--- config.mk ---
export PLATFORM = sky130hd
export DESIGN_NAME = video_top
export DESIGN_NICKNAME = d
export VERILOG_FILES = /design/src/logic/video_pkg.sv /design/src/logic/video_fetch.sv /design/src/logic/video_mode.sv /design/src/logic/video_render.sv /design/src/logic/video_sync.sv /design/src/logic/video_top.sv
export VERILOG_INCLUDE_DIRS = /design/src /design/src/logic
export SDC_FILE = /design/constraint.sdc
export NUM_CORES = 1
export LEC_CHECK = 0
export ABC_CLOCK_PERIOD_IN_PS = 6400
export BUFFER_PORTS_ARGS = -buffer_cell sky130_fd_sc_hd__buf_2
export CAP_MARGIN = 20
export CORE_ASPECT_RATIO = 1.2
export CORE_MARGIN = 2
export CORE_UTILIZATION = 51
export CTS_CLUSTER_DIAMETER = 50
export DETAILED_ROUTE_END_ITERATION = 12
export PLACE_DENSITY = 0.73
export REMOVE_ABC_BUFFERS = 1
export SYNTH_ARGS = -nofsm -noshare
export SYNTH_HDL_FRONTEND = slang
export SYNTH_HIERARCHICAL = 1
export SYNTH_SLANG_ARGS = --single-unit
export TNS_END_PERCENT = 100
--- constraint.sdc ---
create_clock -name clk -period 6.4 [get_ports clk]
set_clock_uncertainty 0.05 [all_clocks]
set_input_delay 0 -clock clk [delete_from_list [all_inputs] [get_ports clk]]
set_output_delay 0 -clock clk [all_outputs]
set_load 0.05 [all_outputs]
--- src/logic/video_macros.svh ---
// raster totals, DRAM address width and dot-clock divider
`ifndef VIDEO_MACROS_SVH
`define VIDEO_MACROS_SVH

// pixels per line at the c6 rate
`define VID_HTOTAL 448

// lines per frame
`define VID_VTOTAL 320

// DRAM word address width
`define VID_AW 21

// clocks per c6 period, q2 runs at twice that rate
`define VID_DIV 4

`endif

--- src/logic/video_pkg.sv ---
// video mode and render mode enums, fetched word union
package video_pkg;

	// video mode, straight from vconf[2:0]
	typedef enum logic [2:0] {
		vm_zx    = 3'd0,
		vm_16c   = 3'd1,
		vm_256c  = 3'd2,
		vm_text  = 3'd3,
		vm_giga  = 3'd4,	// zx * 2
		vm_zxhr  = 3'd5,	// zx hi-res test
		vm_rsvd  = 3'd6,
		vm_nogfx = 3'd7
	} vmode_e;

	// pixel shifter modes
	typedef enum logic [1:0] {
		rm_zx   = 2'd0,
		rm_16c  = 2'd1,
		rm_256c = 2'd2,
		rm_text = 2'd3
	} rmode_e;

	typedef struct packed {
		logic [7:0] char1;
		logic [7:0] char0;
	} char_pair_t;

	// one 16-bit DRAM word, as two char codes or as four 4-bit pixels
	typedef union packed {
		char_pair_t       chr;
		logic [3:0][3:0]  nib;	// nib[3] is the leftmost pixel
	} video_word_u;

endpackage

--- src/logic/video_fetch.sv ---
// fetch sequencer, DRAM requests inside the fetch window and word latching
`timescale 1ns/1ps

module video_fetch (
	input  logic                   clk,
	input  logic                   rst_n,
	input  logic                   c6,
	input  logic [7:0]             cnt_col,
	input  logic [8:0]             hcnt,
	input  logic [8:0]             vcnt,
	input  logic [8:0]             vpix_beg,
	input  logic [8:0]             vpix_end,
	input  logic [4:0]             go_offs,
	input  logic [5:0]             x_tiles,
	input  logic                   nogfx,
	input  logic [3:0]             fetch_sel,
	input  logic [1:0]             fetch_bsl,
	input  logic [31:0]            video_data,
	input  logic                   video_strb,
	output logic                   video_req,
	output video_pkg::video_word_u txt_char,
	output video_pkg::video_word_u pix_word,
	output logic                   word_rdy,
	output logic                   cptr_en
);

	logic [7:0]  col_q;
	logic [7:0]  open_col;
	logic [7:0]  cols_left;
	logic        col_step;
	logic        line_act;
	logic        win_open;
	logic        win_on;
	logic        busy;	// request waiting for strobe
	logic        done;	// current column already requested
	logic        have;	// raw word not yet taken
	logic        take;
	logic [31:0] raw;
	logic [15:0] half;
	logic [7:0]  pick;

	assign col_step = (cnt_col != col_q);
	assign line_act = (vcnt >= vpix_beg) && (vcnt < vpix_end);
	assign open_col = 8'd0 - {4'd0, go_offs[4:1]};	// go_offs pixels ahead
	assign win_open = c6 && !win_on && line_act && (cnt_col == open_col);
	assign video_req = win_on && !nogfx && !busy && (col_step || !done);
	assign take = have && col_step && !video_strb;

	assign half = (|fetch_sel[1:0]) ? raw[15:0] : raw[31:16];
	assign pick = fetch_bsl[0] ? half[15:8] : half[7:0];

	always_ff @(posedge clk) begin
		if (!rst_n) begin
			col_q <= '0;
			win_on <= 1'b0;
			cols_left <= '0;
			busy <= 1'b0;
			done <= 1'b0;
			have <= 1'b0;
			word_rdy <= 1'b0;
			cptr_en <= 1'b0;
		end else begin
			col_q <= cnt_col;
			word_rdy <= take;
			cptr_en <= take;
			if (c6 && hcnt == 9'd0) begin
				win_on <= 1'b0;	// line start
			end else if (win_open) begin
				win_on <= 1'b1;
				cols_left <= {x_tiles, 2'b00};	// four columns per tile
			end else if (win_on && col_step) begin
				if (cols_left == 8'd1)
					win_on <= 1'b0;
				cols_left <= cols_left - 1'b1;
			end
			if (video_req)
				busy <= 1'b1;
			else if (video_strb)
				busy <= 1'b0;
			if (video_req)
				done <= 1'b1;
			else if (col_step || win_open)
				done <= 1'b0;
			if (video_strb)
				have <= 1'b1;
			else if (take)
				have <= 1'b0;
		end
	end

	always_ff @(posedge clk) begin
		if (video_strb)
			raw <= video_data;
		if (take) begin
			pix_word <= (fetch_bsl == 2'b10) ? half : {pick, pick};
			if (fetch_bsl == 2'b10 && fetch_sel == 4'b0011)
				txt_char <= half;	// char codes for the glyph address
		end
	end

endmodule

--- src/logic/video_mode.sv ---
// video mode and raster resolution decoder, DRAM address and fetch selectors
`timescale 1ns/1ps
`include "video_macros.svh"

module video_mode (
	input  logic                   q2,
	input  logic                   c6,
	input  logic [7:0]             vconf,
	input  logic [7:0]             vpage,
	input  logic [8:0]             x_offs,
	input  video_pkg::video_word_u txt_char,
	input  logic [7:0]             cnt_col,
	input  logic [8:0]             cnt_row,
	input  logic                   cptr,
	output logic [9:0]             x_offs_mode,
	output logic [8:0]             hpix_beg,
	output logic [8:0]             hpix_end,
	output logic [8:0]             vpix_beg,
	output logic [8:0]             vpix_end,
	output logic [5:0]             x_tiles,
	output logic [4:0]             go_offs,
	output logic [3:0]             fetch_sel,
	output logic [1:0]             fetch_bsl,
	output logic                   hires,
	output video_pkg::rmode_e      render_mode,
	output logic                   nogfx,
	output logic                   pix_stb,
	output logic [`VID_AW-1:0]     video_addr,
	output logic [3:0]             video_bw
);

	video_pkg::vmode_e vmod;
	logic [1:0]        rres;
	logic [8:0]        x_half;
	logic [11:0]       addr_zx_gfx;
	logic [11:0]       addr_zx_atr;
	logic [13:0]       addr_tx;
	logic [3:0]        txt_sel;
	logic [1:0]        txt_bsl;
	logic              is_text;

	assign vmod = video_pkg::vmode_e'(vconf[2:0]);
	assign rres = vconf[7:6];
	assign is_text = (vmod == video_pkg::vm_text);

	assign nogfx = (vmod == video_pkg::vm_nogfx);
	assign hires = is_text || (vmod == video_pkg::vm_zxhr);	// double pixel rate
	assign pix_stb = hires ? q2 : c6;

	// 256c scrolls in whole pixel pairs
	assign x_half = (vmod == video_pkg::vm_256c) ? {x_offs[8:1], 1'b0} : {1'b0, x_offs[8:1]};
	assign x_offs_mode = {x_half, x_offs[0]};

	// fetch lead, bandwidth and shifter mode per video mode
	always_comb begin
		go_offs = 5'd18;
		video_bw = 4'b1001;	// 1 of 8
		render_mode = video_pkg::rm_zx;
		case (vmod)
			video_pkg::vm_16c: begin
				go_offs = 5'd10;
				video_bw = 4'b1010;
				render_mode = video_pkg::rm_16c;
			end
			video_pkg::vm_256c: begin
				go_offs = 5'd6;
				video_bw = 4'b0010;	// 2 of 4
				render_mode = video_pkg::rm_256c;
			end
			video_pkg::vm_text: begin
				go_offs = 5'd10;
				video_bw = 4'b1100;
				render_mode = video_pkg::rm_text;
			end
			video_pkg::vm_giga: video_bw = 4'b1010;
			video_pkg::vm_zxhr: begin
				go_offs = 5'd10;
				video_bw = 4'b1010;
			end
			default: ;
		endcase
	end

	// visible window per raster resolution
	always_comb begin
		case (rres)
			2'd0: begin
				hpix_beg = 9'd140;	// 256 x 192
				hpix_end = 9'd396;
				vpix_beg = 9'd80;
				vpix_end = 9'd272;
				x_tiles = 6'd33;
			end
			2'd1: begin
				hpix_beg = 9'd108;	// 320 x 200
				hpix_end = 9'd428;
				vpix_beg = 9'd76;
				vpix_end = 9'd276;
				x_tiles = 6'd41;
			end
			2'd2: begin
				hpix_beg = 9'd108;	// 320 x 240
				hpix_end = 9'd428;
				vpix_beg = 9'd56;
				vpix_end = 9'd296;
				x_tiles = 6'd41;
			end
			default: begin
				hpix_beg = 9'd88;	// 360 x 288
				hpix_end = 9'd448;
				vpix_beg = 9'd32;
				vpix_end = 9'd320;
				x_tiles = 6'd46;
			end
		endcase
	end

	// zx screen layout, thirds interleaved
	assign addr_zx_gfx = {cnt_row[7:6], cnt_row[2:0], cnt_row[5:3], cnt_col[4:1]};
	assign addr_zx_atr = {3'b110, cnt_row[7:3], cnt_col[4:1]};

	// text phases: char, attr, glyph0, glyph1
	always_comb begin
		case (cnt_col[1:0])
			2'd0: addr_tx = {1'b0, cnt_row[8:3], 1'b0, cnt_col[7:2]};
			2'd1: addr_tx = {1'b0, cnt_row[8:3], 1'b1, cnt_col[7:2]};
			2'd2: addr_tx = {4'b1000, txt_char.chr.char0, cnt_row[2:1]};
			default: addr_tx = {4'b1000, txt_char.chr.char1, cnt_row[2:1]};
		endcase
	end

	always_comb begin
		case (vmod)
			video_pkg::vm_16c: video_addr = {vpage[7:3], cnt_row, cnt_col[6:0]};
			video_pkg::vm_256c: video_addr = {vpage[7:4], cnt_row, cnt_col};
			video_pkg::vm_text: video_addr = {vpage[7:1], addr_tx};
			video_pkg::vm_giga: video_addr = '0;
			default: video_addr = {vpage, 1'b0, cnt_col[0] ? addr_zx_atr : addr_zx_gfx};
		endcase
	end

	// column has already moved on when the data is taken
	always_comb begin
		case (cnt_col[1:0])
			2'd1: begin
				txt_sel = 4'b0011;	// char codes
				txt_bsl = 2'b10;
			end
			2'd2: begin
				txt_sel = 4'b1100;	// attributes
				txt_bsl = 2'b10;
			end
			2'd3: begin
				txt_sel = 4'b0001;	// glyph of char0
				txt_bsl = {2{cnt_row[0]}};
			end
			default: begin
				txt_sel = 4'b0010;	// glyph of char1
				txt_bsl = {2{cnt_row[0]}};
			end
		endcase
	end

	assign fetch_sel = is_text ? txt_sel : {~cptr, ~cptr, cptr, cptr};
	assign fetch_bsl = is_text ? txt_bsl : 2'b10;

endmodule

--- src/logic/video_render.sv ---
// pixel shifter, serialises fetched words per render mode
`timescale 1ns/1ps

module video_render (
	input  logic                   clk,
	input  logic                   rst_n,
	input  logic                   pix_stb,
	input  logic                   pix_en_i,
	input  logic                   nogfx,
	input  video_pkg::rmode_e      render_mode,
	input  video_pkg::video_word_u pix_word,
	input  logic                   word_rdy,
	output logic [7:0]             pix,
	output logic                   pix_en
);

	video_pkg::video_word_u shreg;
	logic [7:0]             pix_q;
	logic [7:0]             pix_next;

	// leftmost pixel of the shifter
	always_comb begin
		case (render_mode)
			video_pkg::rm_16c: pix_next = {4'd0, shreg.nib[3]};
			video_pkg::rm_256c: pix_next = shreg.chr.char1;
			default: pix_next = {7'd0, shreg.nib[3][3]};	// 1 bpp, ink is index 1
		endcase
	end

	always_ff @(posedge clk) begin
		if (!rst_n)
			pix_en <= 1'b0;
		else
			pix_en <= pix_en_i;
	end

	always_ff @(posedge clk) begin
		if (word_rdy) begin
			shreg <= pix_word;
		end else if (pix_stb) begin
			case (render_mode)
				video_pkg::rm_16c: shreg <= {shreg[11:0], 4'd0};
				video_pkg::rm_256c: shreg <= {shreg[7:0], 8'd0};
				default: shreg <= {shreg[14:0], 1'b0};
			endcase
		end
		if (pix_stb)
			pix_q <= pix_next;
	end

	// border and blank screen give index 0
	assign pix = (pix_en && !nogfx) ? pix_q : 8'd0;

endmodule

--- src/logic/video_sync.sv ---
// dot-clock strobes, raster counters and window-relative column/row counters
`timescale 1ns/1ps
`include "video_macros.svh"

module video_sync (
	input  logic       clk,
	input  logic       rst_n,
	input  logic [8:0] hpix_beg,
	input  logic [8:0] vpix_beg,
	input  logic [9:0] x_offs_mode,
	input  logic       cptr_en,
	output logic       q2,
	output logic       c6,
	output logic [8:0] hcnt,
	output logic [8:0] vcnt,
	output logic [7:0] cnt_col,
	output logic [8:0] cnt_row,
	output logic       cptr
);

	localparam int DIV_W = $clog2(`VID_DIV);
	localparam int HALF = `VID_DIV / 2;

	logic [DIV_W-1:0] div;
	logic [9:0]       col_pos;
	logic             line_end;
	logic             frame_end;

	// pixel position inside the window, scrolled
	assign col_pos = {1'b0, hcnt} - {1'b0, hpix_beg} + x_offs_mode;
	assign line_end = (hcnt == 9'(`VID_HTOTAL - 1));
	assign frame_end = (vcnt == 9'(`VID_VTOTAL - 1));

	always_ff @(posedge clk) begin
		if (!rst_n) begin
			div <= '0;
			q2 <= 1'b0;
			c6 <= 1'b0;
		end else begin
			div <= (div == DIV_W'(`VID_DIV - 1)) ? '0 : div + 1'b1;
			q2 <= (int'(div) % HALF) == (HALF - 1);	// twice per c6
			c6 <= (div == DIV_W'(`VID_DIV - 1));
		end
	end

	always_ff @(posedge clk) begin
		if (!rst_n) begin
			hcnt <= '0;
			vcnt <= '0;
		end else if (c6) begin
			if (line_end) begin
				hcnt <= '0;
				vcnt <= frame_end ? '0 : vcnt + 1'b1;
			end else begin
				hcnt <= hcnt + 1'b1;
			end
		end
	end

	// one column is two pixels
	always_ff @(posedge clk) begin
		if (!rst_n) begin
			cnt_col <= '0;
			cnt_row <= '0;
			cptr <= 1'b0;
		end else begin
			cnt_col <= col_pos[8:1];
			cnt_row <= vcnt - vpix_beg;
			if (cptr_en)
				cptr <= ~cptr;	// next half of the 32-bit lane pair
		end
	end

endmodule

--- src/logic/video_top.sv ---
// raster video subsystem, sync, mode decoder, fetch and render
`timescale 1ns/1ps
`include "video_macros.svh"

module video_top (
	input  logic              clk,
	input  logic              rst_n,
	input  logic [7:0]        vconf,
	input  logic [7:0]        vpage,
	input  logic [8:0]        x_offs,
	input  logic [31:0]       video_data,
	input  logic              video_strb,
	output logic              video_req,
	output logic [`VID_AW-1:0] video_addr,
	output logic [3:0]        video_bw,
	output logic [7:0]        pix,
	output logic              pix_en
);

	logic                   q2;
	logic                   c6;
	logic [8:0]             hcnt;
	logic [8:0]             vcnt;
	logic [7:0]             cnt_col;
	logic [8:0]             cnt_row;
	logic                   cptr;
	logic                   cptr_en;
	logic [9:0]             x_offs_mode;
	logic [8:0]             hpix_beg;
	logic [8:0]             hpix_end;
	logic [8:0]             vpix_beg;
	logic [8:0]             vpix_end;
	logic [5:0]             x_tiles;
	logic [4:0]             go_offs;
	logic [3:0]             fetch_sel;
	logic [1:0]             fetch_bsl;
	video_pkg::rmode_e      render_mode;
	logic                   nogfx;
	logic                   pix_stb;
	video_pkg::video_word_u txt_char;
	video_pkg::video_word_u pix_word;
	logic                   word_rdy;
	logic                   pix_en_i;

	// visible area of the raster
	assign pix_en_i = (hcnt >= hpix_beg) && (hcnt < hpix_end) &&
		(vcnt >= vpix_beg) && (vcnt < vpix_end);

	video_sync sync_i (
		.clk(clk), .rst_n(rst_n), .hpix_beg(hpix_beg), .vpix_beg(vpix_beg),
		.x_offs_mode(x_offs_mode), .cptr_en(cptr_en), .q2(q2), .c6(c6),
		.hcnt(hcnt), .vcnt(vcnt), .cnt_col(cnt_col), .cnt_row(cnt_row), .cptr(cptr)
	);

	// hires already selects the pixel strobe inside the decoder
	video_mode mode_i (
		.q2(q2), .c6(c6), .vconf(vconf), .vpage(vpage), .x_offs(x_offs),
		.txt_char(txt_char), .cnt_col(cnt_col), .cnt_row(cnt_row), .cptr(cptr),
		.x_offs_mode(x_offs_mode), .hpix_beg(hpix_beg), .hpix_end(hpix_end),
		.vpix_beg(vpix_beg), .vpix_end(vpix_end), .x_tiles(x_tiles), .go_offs(go_offs),
		.fetch_sel(fetch_sel), .fetch_bsl(fetch_bsl), .hires(),
		.render_mode(render_mode), .nogfx(nogfx), .pix_stb(pix_stb),
		.video_addr(video_addr), .video_bw(video_bw)
	);

	video_fetch fetch_i (
		.clk(clk), .rst_n(rst_n), .c6(c6), .cnt_col(cnt_col), .hcnt(hcnt), .vcnt(vcnt),
		.vpix_beg(vpix_beg), .vpix_end(vpix_end), .go_offs(go_offs), .x_tiles(x_tiles),
		.nogfx(nogfx), .fetch_sel(fetch_sel), .fetch_bsl(fetch_bsl),
		.video_data(video_data), .video_strb(video_strb), .video_req(video_req),
		.txt_char(txt_char), .pix_word(pix_word), .word_rdy(word_rdy), .cptr_en(cptr_en)
	);

	video_render render_i (
		.clk(clk), .rst_n(rst_n), .pix_stb(pix_stb), .pix_en_i(pix_en_i), .nogfx(nogfx),
		.render_mode(render_mode), .pix_word(pix_word), .word_rdy(word_rdy),
		.pix(pix), .pix_en(pix_en)
	);

endmodule

# After elaboration in Yosys (flattened, before gate mapping)
# Cells that the tools add are included.
[word_totals]
output_inout_bits = 35
elab_cells = 139
ff_bits = 150
inputBits = 60
[op_classes]
n_addsub = 8
n_eq_ne = 21
n_mux = 38
n_bitwise = 3
order_cmp = 4
reduce_logical = 44
[op_table]
columns = ["op", "n"]
rows = [
  ["$pmux W21 S4", 1],
  ["$mux W16", 4],
  ["$pmux W14 S3", 1],
  ["$pmux W7 S3", 2],
  ["$mux W8", 5],
  ["$pmux W16 S2", 1],
  ["$pmux W8 S2", 2],
  ["$pmux W4 S3", 2],
  ["$add A9 B1 Y9 const B", 2],
  ["$eq A9 B9 Y1 const B", 2],
  ["$lt A9 B9 Y1", 2],
  ["$mux W9", 2],
  ["$sub A9 B9 Y9", 2],
  ["$logic_and A1 B1 Y1", 16],
  ["$pmux W7 S2", 1],
  ["$eq A2 B2 Y1 const B", 6],
  ["$mux W12", 1],
  ["$reduce_bool A2 Y1", 6],
  ["$mux W1", 10],
  ["$pmux W5 S2", 1],
  ["$reduce_or A2 Y1", 5],
  ["$add A9 B9 Y9", 1],
  ["$eq A3 B3 Y1 const B", 3],
  ["$ge A9 B7 Y1", 1],
  ["22 further kinds", 39],
]

# Depth between registers and ports, before layout
[depth]
ltp_word = 9
depth_mapped = 15
mapped_depth_nobuf = 13

# Modules after synthesis
# The synthesis kept the hierarchy.
[by_module_without_submodules]
columns = ["module", "cells_each", "seq_area_each_um2", "n_inst", "area_per_inst_um2"]
rows = [
  ["video_fetch", 311, 2342.2, 1, 3950.0],
  ["video_sync", 282, 800.8, 1, 2398.6],
  ["video_mode", 229, 0.0, 1, 1590.3],
  ["video_render", 116, 740.7, 1, 1352.5],
  ["video_top", 115, 0.0, 1, 839.6],
]

# Worst setup path after synthesis
# Ideal clock, no wire load.
[synth_path]
kind = "flip-flop to flip-flop"
start = "reg sync_i.cnt_col[1]"
end = "reg fetch_i/txt_char[0] in the netlist's numbering, enable pin"
n_path_buf = 0
period_less_slack_ps = 4422
setup_time_ps = 436
setup_slack_ps = 1978
path_stages_with_launch = 6
required_time_ps = 5914
t_arrival_ps = 3936
cell_sequence = "dfxtp_1 > xnor2_1 > nand4_1 > nor2_1 > nor3b_1 > nor4b_1"
[synth_via]
elab_cells_between_ends = 15
cone_classes = "eq/ne (6); mux (4); reduce/logical (5)"
[synth_rtl]
columns = ["item", "line", "source"]
rows = [
  ["start, declared", "video_sync.sv:16", "output logic [7:0] cnt_col,"],
  ["start signal, assigned", "video_sync.sv:67", "cnt_col <= col_pos[8:1];"],
  ["$ne A8 B8 Y1", "video_fetch.sv:42", "assign col_step = (cnt_col != col_q);"],
  ["$logic_and A1 B1 Y1 (2 in a row)", "video_fetch.sv:47", "assign take = have && col_step && !video_strb;"],
  ["named net fetch_i.take", "video_fetch.sv:37", "logic take;"],
  ["$reduce_and A2 Y1 (no line)", "n/a", ""],
  ["end signal, assigned", "video_fetch.sv:97", "txt_char <= half;"],
  ["end, declared", "video_fetch.sv:21", "output video_pkg::video_word_u txt_char,"],
]
# The timed path passes the listed nets, and every way through them passes these cells.
# A chain may end at the register's enable or synchronous reset.

# Worst setup path after layout
[layout_path]
start = "reg sync_i.cnt_col[0]"
end = "reg fetch_i/pix_word[3] in the netlist's numbering, data pin"
[layout_via]
elab_chain_len = 7
elab_cells_between_ends = 13
cone_classes = "eq/ne (4); mux (7); reduce/logical (2)"
[layout_rtl]
columns = ["item", "line", "source"]
rows = [
  ["$eq A2 B2 Y1 or $eq A2 B1 Y1 (tied branches)", "video_mode.sv:144", "case (cnt_col[1:0])"],
  ["$pmux W4 S3 (*)", "video_mode.sv:144", ""],
  ["$mux W4 (*)", "video_mode.sv:164", "assign fetch_sel = is_text ? txt_sel : {~cptr, ~cptr, cptr, cptr};"],
  ["named net fetch_sel[1]", "video_top.sv:35", "logic [3:0] fetch_sel;"],
  ["$reduce_or A2 Y1 (*)", "video_fetch.sv:49", "assign half = (|fetch_sel[1:0]) ? raw[15:0] : raw[31:16];"],
  ["$mux W16 (*)", "video_fetch.sv:49", ""],
  ["$mux W8", "video_fetch.sv:50", "assign pick = fetch_bsl[0] ? half[15:8] : half[7:0];"],
  ["$mux W16 (*)", "video_fetch.sv:95", "pix_word <= (fetch_bsl == 2'b10) ? half : {pick, pick};"],
  ["end signal, assigned", "video_fetch.sv:95", ""],
  ["end, declared", "video_fetch.sv:22", "output video_pkg::video_word_u pix_word,"],
]
# Mark *: on every way through the listed nets, which the timed path passes. The rest lies on a longest branch.

==> run metrics <==
slowest library cell on the worst path=nor2_2; maximum fanout count along the critical path=16; buffer depth of the longest clock path=2; sort of element at the end of the critical path=flop; static leakage=4.875 nW; CP Buf/Inv Count=1; cell count after synthesis=1051; clock period minus worst slack=3.378 ns; vertical extent of the die=158.3 um; Remaining Overflow, GRT=0; run status=completed; Detail Route Antenna Nets=0; Max-cap violations=0; post-detailed-route DRC marker count=0; TNS Setup=0 ns; total number of vias=7710; area of the die=20990 um^2; setup repair after global routing missed its margin=false; # rows=56; net switching share of the total power=0.2954; largest voltage drop on the vdd net=0.1990 mV; number of H-tree levels=4; Port Buffer Count=91; total routing usage reported by global routing=0.2158; antenna cell count=0; most frequent cell on the critical path=mux2i_1; transition time at the pin with the least slew margin=1.104 ns; via/cell ratio=5.449; required time of the worst setup path=6.48 ns; initial core utilization=0.5194; final core occ=0.5836; core outline area=19480 um^2; number of detailed-route iterations in the first pass=5; slowest stage delay, CP=0.83 ns; type of the most critical hold path=input pin to flop; crit share post-route=0.5278; number of top-level pins=95; critical path data arrival time=3.46 ns; power density over the cells=228.2 nW/um^2; remaining max-slew budget at the tightest pin=0.2635; Top delay family on crit path=simple AND/OR/NAND/NOR gates; mean cell area of the mapped netlist=9.626 um^2; power share of the clock group=0.357; Switching Power=766.2 uW; series of cell instances along the critical path=inv_1, ha_1, nor3_1, nor2_1, nor2_2, mux2i_1, mux2i_1; clock latency reported for the late side of the worst-skew pair=0.43 ns; layout overhead on the synthesized area=12.37%; global-route wire length before repair=36.09 mm; Internal Pwr Total=1.828 mW; total of warnings raised by yosys=6; fraction of power consumed by combinational cells=0.202; type of the worst setup path=flop to flop; setup violators final=0; width of the die=132.6 um; Sequential Power Share=0.441; wire per inst=15.83 um; pin count of the biggest net entering global routing=36; share of post-route cells with drive strength above 1=0.1395; Detailed Place HPWL=16.27 mm; drt first-iter violations=521; Power, Total=2.594 mW; element type at the critical path start=flop; Peak Freq=296.0 MHz; clock tree from TritonCTS=done; hold violation total from the final report=0; Post-Route Hold Slack=0.04857 ns; number of nets in the final layout=1297; number of global-route vias before repair=7421; placed instance area=10510 um^2; CTS Buf Count=17; Final GP Congestion=0.9022; Post-CTS Resized=0; number of antenna violations at the first check in global routing=0; Synth Cell Area=10120 um^2; setup slack on the worst flop-to-flop path=3.02 ns; max-slew violations=0; aggregate routed wire length=22.40 mm; final design instance area without fill=11370 um^2; clock transition at the registers of the reported paths=0.06 ns; clock tree root buffer cell=clkbuf_16; clock sinks=150
cell type report:
cell class	instances	area [um^2]
clock buffers	19	432.9
clock inverters	13	105.1
fillers	1687	8110
inverters	133	504.2
multi-input cells	712	5310
flip-flops and latches	150	3884
well taps	261	326.6
repair buffers	127	805.8
worst min-delay path, stage by stage:
cell	delay (ns)
buf_2	0.29
nand2_1	0.13
a21oi_1	0.04
power groups by stage:
stage               Clock (mW)  Combinational (mW)  Sequential, mW
floorplan                    0               0.374            1.14
detailed placement           0               0.501            1.16
global route             0.981               0.577            1.15
CTS                      0.941               0.521            1.14
finish                   0.926               0.525            1.14
global placement             0               0.492            1.16
timing repair:
action,CTS,global route
hold buffers,32,0
setup buffers,0,0
hold endpoints to repair,32,0
cell usage in the layout (no fill, tap or decap), drive strengths merged, types with 29 or more instances in the layout:
| master | instances |
|---|---|
| a21oi | 49 |
| and2 | 29 |
| buf | 95 |
| dfxtp | 62 |
| dlygate4sd3 | 32 |
| edfxtp | 88 |
| ha | 87 |
| inv | 136 |
| mux2i | 41 |
| nand2 | 57 |
| nor2 | 69 |
| nor2b | 37 |
| o21ai | 36 |
| xnor2 | 31 |
registers in the layout, indices dropped and copies added, names as in the netlist, 2 cells and up:
register	flops
sync_i/vcnt	9
fetch_i/pix_word	16
fetch_i/cols_left	8
fetch_i/col_q	8
sync_i/cnt_row	9
render_i/shreg	16
sync_i/div	2
sync_i/hcnt	9
sync_i/cnt_col	8
fetch_i/txt_char	16
render_i/pix_q	8
fetch_i/raw	32
layer usage:
metal / wire [um] / GRT usage
met5: 0 / 0
met4: 411 / 0.07629
met3: 1124 / 0.04234
met2: 11320 / 0.3775
met1: 9545 / 0.2668
worst paths after layout:
path / from / end / depth (start not counted)
hold reg to reg: sync_i/div[0] / sync_i/div[0] / 1
hold / removal: rst_n / fetch_i/win_on / 3
setup reg to reg: sync_i/cnt_col[0] / fetch_i/pix_word[3] / 7
setup / recovery: sync_i/cnt_col[0] / fetch_i/pix_word[3] / 7
per-stage QoR:
stage / setup WS (ns) / instances
global placement: 2.983 / 1350
finish: 3.022 / 1415
detailed placement: 3.003 / 1351
global route: 2.859 / 1415
floorplan: 1.927 / 995
CTS: 3.059 / 1415
Note: power is estimated with default switching activity, not from simulation.
